**config.mk**
```make
export PLATFORM = sky130hd
export DESIGN_NAME = par_queue_top
export DESIGN_NICKNAME = d
export VERILOG_FILES = /design/src/logic/pq_ctrl_pkg.sv /design/src/logic/pq_types_pkg.sv /design/src/logic/par_queue_top.sv /design/src/logic/par_err_log.sv /design/src/logic/par_queue_store.sv /design/src/logic/parity_check.sv
export VERILOG_INCLUDE_DIRS = /design/src /design/src/logic
export SDC_FILE = /design/constraint.sdc
export NUM_CORES = 1
export LEC_CHECK = 0
export BUFFER_PORTS_ARGS = -buffer_cell sky130_fd_sc_hd__buf_2
export CORE_MARGIN = 4
export CORE_UTILIZATION = 65
export DETAILED_ROUTE_END_ITERATION = 8
export GPL_TIMING_DRIVEN = 0
export PLACE_DENSITY = 0.95
export REMOVE_ABC_BUFFERS = 1
export SLEW_MARGIN = 15
export SYNTH_ARGS = -nofsm -noshare
export SYNTH_HDL_FRONTEND = slang
export SYNTH_SLANG_ARGS = --single-unit
```
**constraint.sdc**
```tcl
create_clock -name clk -period 7 [get_ports clk]
set_input_delay 1.75 -clock clk [delete_from_list [all_inputs] [get_ports clk]]
set_output_delay 1.75 -clock clk [all_outputs]
set_load 0.01 [all_outputs]
```
**src/logic/pq_defines.svh**
```systemverilog
// Parity queue sizing macros

`ifndef PQ_DEFINES_SVH
`define PQ_DEFINES_SVH

// ------------------------------------------------------------
// Datapath widths
// ------------------------------------------------------------

// Payload word carried by every item
`define PQ_DATA_W 32

// Tag that travels with the payload and is logged on a parity error
`define PQ_TAG_W 4

// ------------------------------------------------------------
// Store and logger sizing
// ------------------------------------------------------------

// Entries in the store, which is also the producer's starting credit count
`define PQ_DEPTH 8

// Parity error counter width, the counter saturates at all ones
`define PQ_ERR_CNT_W 8

`endif
```
**src/logic/pq_ctrl_pkg.sv**
```systemverilog
// Error logger control types

`include "pq_defines.svh"

package pq_ctrl_pkg;

  // ------------------------------------------------------------
  // Logger state
  // ------------------------------------------------------------

  // CLEAN means no error since reset or the last clear
  typedef enum logic {
    ERR_CLEAN = 1'b0,
    ERR_SEEN  = 1'b1
  } pq_err_state_e;

  // ------------------------------------------------------------
  // Status word visible at the top level
  // ------------------------------------------------------------

  // The tag field only carries meaning while the state is ERR_SEEN
  typedef struct packed {
    pq_err_state_e             state;
    logic [`PQ_ERR_CNT_W-1:0]  count;
    logic [`PQ_TAG_W-1:0]      first_tag;
  } pq_err_status_t;

endpackage

```
**src/logic/pq_types_pkg.sv**
```systemverilog
// Queue datapath types

`include "pq_defines.svh"

package pq_types_pkg;

  // ------------------------------------------------------------
  // Item as seen by producer and consumer
  // ------------------------------------------------------------

  // Tag sits in the low bits so it lines up with the parity bit below it
  typedef struct packed {
    logic [`PQ_DATA_W-1:0] data;
    logic [`PQ_TAG_W-1:0]  tag;
  } pq_item_t;

  // ------------------------------------------------------------
  // Entry as held in the store
  // ------------------------------------------------------------

  // One item plus the parity bit generated at write time
  typedef struct packed {
    pq_item_t item;
    logic     par;
  } pq_entry_t;

endpackage

```
**src/logic/par_queue_top.sv**
```systemverilog
// Parity queue top level

`timescale 1ns/1ps

module par_queue_top
  import pq_types_pkg::*;
  import pq_ctrl_pkg::*;
(
  input  logic           clk,
  input  logic           rst_n,
  input  logic           par_odd,
  input  logic           in_valid,
  input  pq_item_t       in_item,
  input  logic           inj_par,
  output logic           in_credit,
  input  logic           out_credit,
  output logic           out_valid,
  output pq_item_t       out_item,
  output logic           out_par_err,
  input  logic           err_clr,
  output pq_err_status_t err_status
);

  pq_entry_t out_entry;

  // ------------------------------------------------------------
  // Store with parity generation and credit counters
  // ------------------------------------------------------------

  par_queue_store u_store (
    .clk        (clk),
    .rst_n      (rst_n),
    .par_odd    (par_odd),
    .in_valid   (in_valid),
    .in_item    (in_item),
    .inj_par    (inj_par),
    .out_credit (out_credit),
    .out_valid  (out_valid),
    .out_entry  (out_entry),
    .in_credit  (in_credit)
  );

  // The parity bit stays inside, the consumer only sees the item
  assign out_item = out_entry.item;

  // ------------------------------------------------------------
  // Check on the registered output
  // ------------------------------------------------------------

  // Flag is combinational so it lines up with out_valid
  parity_check #(
    .WIDTH ($bits(pq_item_t))
  ) u_check (
    .p   (out_entry.par),
    .d   (out_entry.item),
    .e   (out_valid),
    .odd (par_odd),
    .err (out_par_err)
  );

  // Logger sees the flag and the tag of the entry that raised it
  par_err_log u_err_log (
    .clk        (clk),
    .rst_n      (rst_n),
    .par_err    (out_par_err),
    .err_tag    (out_entry.item.tag),
    .err_clr    (err_clr),
    .err_status (err_status)
  );

endmodule

```
**src/logic/par_err_log.sv**
```systemverilog
// Parity error logger

`timescale 1ns/1ps
`include "pq_defines.svh"

module par_err_log
  import pq_ctrl_pkg::*;
(
  input  logic                 clk,
  input  logic                 rst_n,
  input  logic                 par_err,
  input  logic [`PQ_TAG_W-1:0] err_tag,
  input  logic                 err_clr,
  output pq_err_status_t       err_status
);

  // Status value after reset or a software clear
  localparam pq_err_status_t STATUS_CLR = '{
    state:     ERR_CLEAN,
    count:     '0,
    first_tag: '0
  };

  pq_err_status_t status_nxt;

  // ------------------------------------------------------------
  // Next status
  // ------------------------------------------------------------

  always_comb begin
    status_nxt = err_status;
    if (err_clr) begin
      // A clear wins over an error in the same cycle, that error is dropped
      status_nxt = STATUS_CLR;
    end else if (par_err) begin
      // Counter sticks at all ones rather than wrapping to zero
      if (err_status.count != '1) begin
        status_nxt.count = err_status.count + 1'b1;
      end
      // Only the first error after a clear records its tag
      if (err_status.state == ERR_CLEAN) begin
        status_nxt.first_tag = err_tag;
      end
      status_nxt.state = ERR_SEEN;
    end
  end

  // ------------------------------------------------------------
  // Status register
  // ------------------------------------------------------------

  always_ff @(posedge clk) begin
    if (!rst_n) begin
      err_status <= STATUS_CLR;
    end else begin
      err_status <= status_nxt;
    end
  end

  // The FSM and the counter move together, so SEEN implies at least one error
  a_seen_counted : assert property (
    @(posedge clk) disable iff (!rst_n)
    (err_status.state == ERR_SEEN) |-> (err_status.count != '0)
  ) else $error("par_err_log: ERR_SEEN with zero error count");

endmodule

```
**src/logic/par_queue_store.sv**
```systemverilog
// Parity queue entry store

`timescale 1ns/1ps
`include "pq_defines.svh"

module par_queue_store
  import pq_types_pkg::*;
(
  input  logic      clk,
  input  logic      rst_n,
  input  logic      par_odd,
  input  logic      in_valid,
  input  pq_item_t  in_item,
  input  logic      inj_par,
  input  logic      out_credit,
  output logic      out_valid,
  output pq_entry_t out_entry,
  output logic      in_credit
);

  // Pointer width indexes the memory, count width must also hold PQ_DEPTH itself
  localparam int PTR_W = $clog2(`PQ_DEPTH);
  localparam int CNT_W = $clog2(`PQ_DEPTH + 1);
  localparam logic [PTR_W-1:0] LAST_IDX  = PTR_W'(`PQ_DEPTH - 1);
  localparam logic [CNT_W-1:0] DEPTH_CNT = CNT_W'(`PQ_DEPTH);

  pq_entry_t        mem [`PQ_DEPTH];
  pq_entry_t        wr_entry;
  logic [PTR_W-1:0] wr_ptr;
  logic [PTR_W-1:0] rd_ptr;
  logic [CNT_W-1:0] occ;
  logic [CNT_W-1:0] cons_cred;
  logic             wr_en;
  logic             send;

  // ------------------------------------------------------------
  // Write side
  // ------------------------------------------------------------

  // The producer only drives in_valid while it holds a credit
  // So every valid cycle is a write
  assign wr_en = in_valid;

  // Parity is even over the item by default
  // par_odd flips it for odd mode and inj_par flips it once more to plant a fault
  always_comb begin
    wr_entry.item = in_item;
    wr_entry.par  = ^in_item ^ par_odd ^ inj_par;
  end

  // Occupancy tells which slots hold live entries
  always_ff @(posedge clk) begin
    if (wr_en) begin
      mem[wr_ptr] <= wr_entry;
    end
  end

  // ------------------------------------------------------------
  // Read side and credit bookkeeping
  // ------------------------------------------------------------

  // An entry leaves whenever one is stored and the consumer has granted room
  // Entries written this cycle are not visible yet, so there is no bypass
  assign send = (occ != '0) && (cons_cred != '0);

  always_ff @(posedge clk) begin
    if (!rst_n) begin
      wr_ptr    <= '0;
      rd_ptr    <= '0;
      occ       <= '0;
      cons_cred <= '0;
    end else begin
      if (wr_en) begin
        wr_ptr <= (wr_ptr == LAST_IDX) ? '0 : wr_ptr + 1'b1;
      end
      if (send) begin
        rd_ptr <= (rd_ptr == LAST_IDX) ? '0 : rd_ptr + 1'b1;
      end
      // Both counters may move up and down in the same cycle
      occ       <= occ + CNT_W'(wr_en) - CNT_W'(send);
      cons_cred <= cons_cred + CNT_W'(out_credit) - CNT_W'(send);
    end
  end

  // ------------------------------------------------------------
  // Output register
  // ------------------------------------------------------------

  // Valid marks the single cycle in which an entry is presented
  always_ff @(posedge clk) begin
    if (!rst_n) begin
      out_valid <= 1'b0;
    end else begin
      out_valid <= send;
    end
  end

  // Payload register only loads on a send and holds otherwise
  always_ff @(posedge clk) begin
    if (send) begin
      out_entry <= mem[rd_ptr];
    end
  end

  // The slot freed by a send goes back to the producer in the same cycle
  // that the entry shows on the output
  assign in_credit = out_valid;

  // ------------------------------------------------------------
  // Protocol checks
  // ------------------------------------------------------------

  // A producer that writes into a full store has spent a credit it never had
  a_no_write_full : assert property (
    @(posedge clk) disable iff (!rst_n)
    in_valid |-> (occ != DEPTH_CNT)
  ) else $error("par_queue_store: write while full, producer credit violated");

  // Occupancy must stay within the memory across all cycles
  a_occ_bound : assert property (
    @(posedge clk) disable iff (!rst_n)
    occ <= DEPTH_CNT
  ) else $error("par_queue_store: occupancy overflow");

  // The consumer cannot grant more room than the store has entries
  a_cred_bound : assert property (
    @(posedge clk) disable iff (!rst_n)
    cons_cred <= DEPTH_CNT
  ) else $error("par_queue_store: consumer credits exceed depth");

endmodule

```
**src/logic/parity_check.sv**
```systemverilog
// Parity checker

`timescale 1ns/1ps

module parity_check #(
  parameter int WIDTH = 1
) (
  input  logic             p,
  input  logic [WIDTH-1:0] d,
  input  logic             e,
  input  logic             odd,
  output logic             err
);

  // ------------------------------------------------------------
  // Mismatch detection
  // ------------------------------------------------------------

  // With even parity the XOR of data and parity bit must be zero
  // Odd mode flips the expected value, so odd joins the reduction
  // The enable masks the flag on cycles that carry no data
  assign err = e & ^{odd, p, d};

  // Unknown bits would make the flag meaningless while enabled
  always_comb begin
    if (e) begin
      assert (!$isunknown({odd, p, d}))
        else $error("parity_check: unknown input while enabled");
    end
  end

endmodule

```
==> impl_metrics.toml <==
[yosys]
yosys_warnings = 0
synth_edf_count = 333
yosysMostFrequentCell = "edfxtp_1"
synth_cells = 703
ys_async_sr_fraction = 0
synthTopCellsByArea = "edfxtp_1 (70%), mux4_2 (12%), dfxtp_1 (3.9%), xnor2_1 (3.9%), mux2_2 (2.9%)"
ys_seq_elements = 361
synth_area_sq_um = 14300
ys_seq_area_frac = 0.739
synth_ff_type = "edfxtp_1"
synth_top_area_cell = "edfxtp_1"
netlist_top_cells_count = "edfxtp_1 (333), mux4_2 (74), xnor2_1 (63)"
synth.top_cell.area_share = 0.700
syn_avg_cell_area_sq_um = 20.3
yosysUniqueCellTypes = 39

[global_route]
antenna_found_initial = 5
grt.overflow.total = 0
grt_pass1_vias = 7593
grt_pass1_wl_microns = 47500
grt_max_degree = 55
grt_usage = 0.266

[cts]
cts_tree = "done"
cts_htree_levels = 2
path_clk_slew_ps = 50
clock-root-buffer = "clkbuf_16"
cts_buffers = 36
clock_sinks = 361
post-cts-setup-buffer-count = 0
clockBufferDepth = 3
post_cts_resized = 0
cts_hold_buf = 0
clk_latency_ps = 530

[finish]
final_core_util = 0.782
fillers = 1000
final-seq-area_sq_um = 10600
drive_gt1_frac = 0.342
multi_input_area_sq_um = 3640
nets = 892
fin_area_sq_um = 16600
area_growth_pct = 16.5

[critical_path]
critPathLaunchType = "input port"
crit_type = "in -> out"
arrival_ps = 3840
crit_required_ps = 5250
crit_fanout = 9
worstSetupEndpointType = "primary output"

[drt]
via_count = 7321
drt_iter0_drc = 733
route.detailed.drc = 0
postRouteAntennaNets = 0
drt_first_pass_iters = 5
routedWlPerCell_microns = 27.6
vias_per_cell = 6.45
drt-total-wl_microns = 31300

[timing]
layout_setup_ws_ps = 1410
fin_crit_ps = 5590
fmax_ghz = 0.179
hold_ws_ps = 473
finalClockSkew_ps = 20.9
setup_viol = 0
rsz0062_at_grt = "no"
hold_violations = 0
min_period_over_period = 0.798
worst_pin_slew_ps = 978
final_max_slew_viol_count = 0
slew_headroom = 0.344

[die]
die_y_microns = 156
coreArea_sq_um = 21300
die_area_sq_um = 24400
io_pins = 95
start_util = 0.671
die-width_microns = 156
num_rows = 53

[power_and_ir_drop]
p_leak_nw = 5.53
power_density_nw_per_um2 = 434
peakVddDrop_uv = 569
power.total_w = 0.00723

[worst_hold_path]
min_path_type = "reg -> reg"

[placement]
dpl-instance-area_sq_um = 15500
port_buffers = 94
preCtsSetupSlack_ps = 1380
hpwlAfterDp_microns = 18800
gp_congestion = 0.835

[run_status]
status = "finished, final reports clean"

[job]
drv_cap = 0
[cells in the final DEF, fill, tap and decap left out, types with 10 or more instances in the layout]
master	Yosys	layout
a21oi_1	13	12
and2_1	11	11
buf_2	4	94
clkbuf_16	0	36
dfxtp_1	28	25
edfxtp_1	333	333
ha_1	13	13
inv_1	10	10
mux2_2	37	37
mux4_2	74	74
nand2_1	12	12
xnor2_1	63	63
xor2_1	14	14
[worst max-delay path, stage by stage]
cell	delay (ps)
buf_2	150
xnor2_1	260
xnor2_1	170
xnor2_1	160
xnor3_2	380
xor2_1	550
and2_1	260
buf_2	140
[where the power goes]
part	switching, W	internal [W]	total [W]
registers	0.000197	0.00267	0.00287
clock network	0.000780	0.00113	0.00191
logic	0.00136	0.00109	0.00245
total	0.00234	0.00489	0.00723
[registers in the layout, indices dropped and copies added (netlist names)]
name                  flops
u_err_log.err_status     13
u_store.cons_cred         4
u_store.in_credit         1
u_store.mem             296
u_store.occ               4
u_store.out_entry        37
u_store.rd_ptr            3
u_store.wr_ptr            3
[routing by layer]
metal / track usage / wire [microns]
met1: 0.359 / 11500
met2: 0.445 / 16300
met3: 0.0454 / 2580
met4: 0.0959 / 926
met5: 0 / 7
[cell families (layout without fill, tap and decap cells)]
| kind of cell | Yosys count | count (layout) | synth area share |
|---|---|---|---|
| and+or+nand+nor | 68 | 68 | 0.0260 |
| AOI/OAI and AO/OA | 32 | 32 | 0.0132 |
| DFF | 361 | 361 | 0.739 |
| muxes | 114 | 114 | 0.148 |
| xor gates and xnor gates | 78 | 78 | 0.0489 |
| adders and majority gates | 15 | 15 | 0.0142 |
| buffers and inverters | 35 | 187 | 0.0105 |
| other | 0 | 5 | 0 |
[worst paths after layout]
path	endpoint	startpoint	cells past startpoint	slack, ps
min reg2reg	u_err_log.err_status[0]	u_err_log.err_status[0]	2	470
max reg2reg	u_err_log.err_status[5]	u_store.out_entry[16]	7	4090
max	out_par_err	par_odd	8	1410
min	u_err_log.err_status[0]	u_err_log.err_status[0]	2	470
[metrics by stage]
step           cells  setup TNS [ps]
6_report        1135               0
4_1_cts         1130               0
3_3_place_gp    1047          -50940
5_1_grt         1134               0
2_1_floorplan    678               0
3_5_place_dp    1071               0
[cell type report]
class / instances / area share
clock inverter: 14 / 0.0106
tap: 275 / 0.0207
inverter: 10 / 0.00226
timing repair buffer: 118 / 0.0534
clock buffer: 45 / 0.0586
sequential: 361 / 0.635
antenna: 5 / 0.000752
multi-input combinational: 307 / 0.219
No activity file was read; power rests on OpenSTA's default activity.
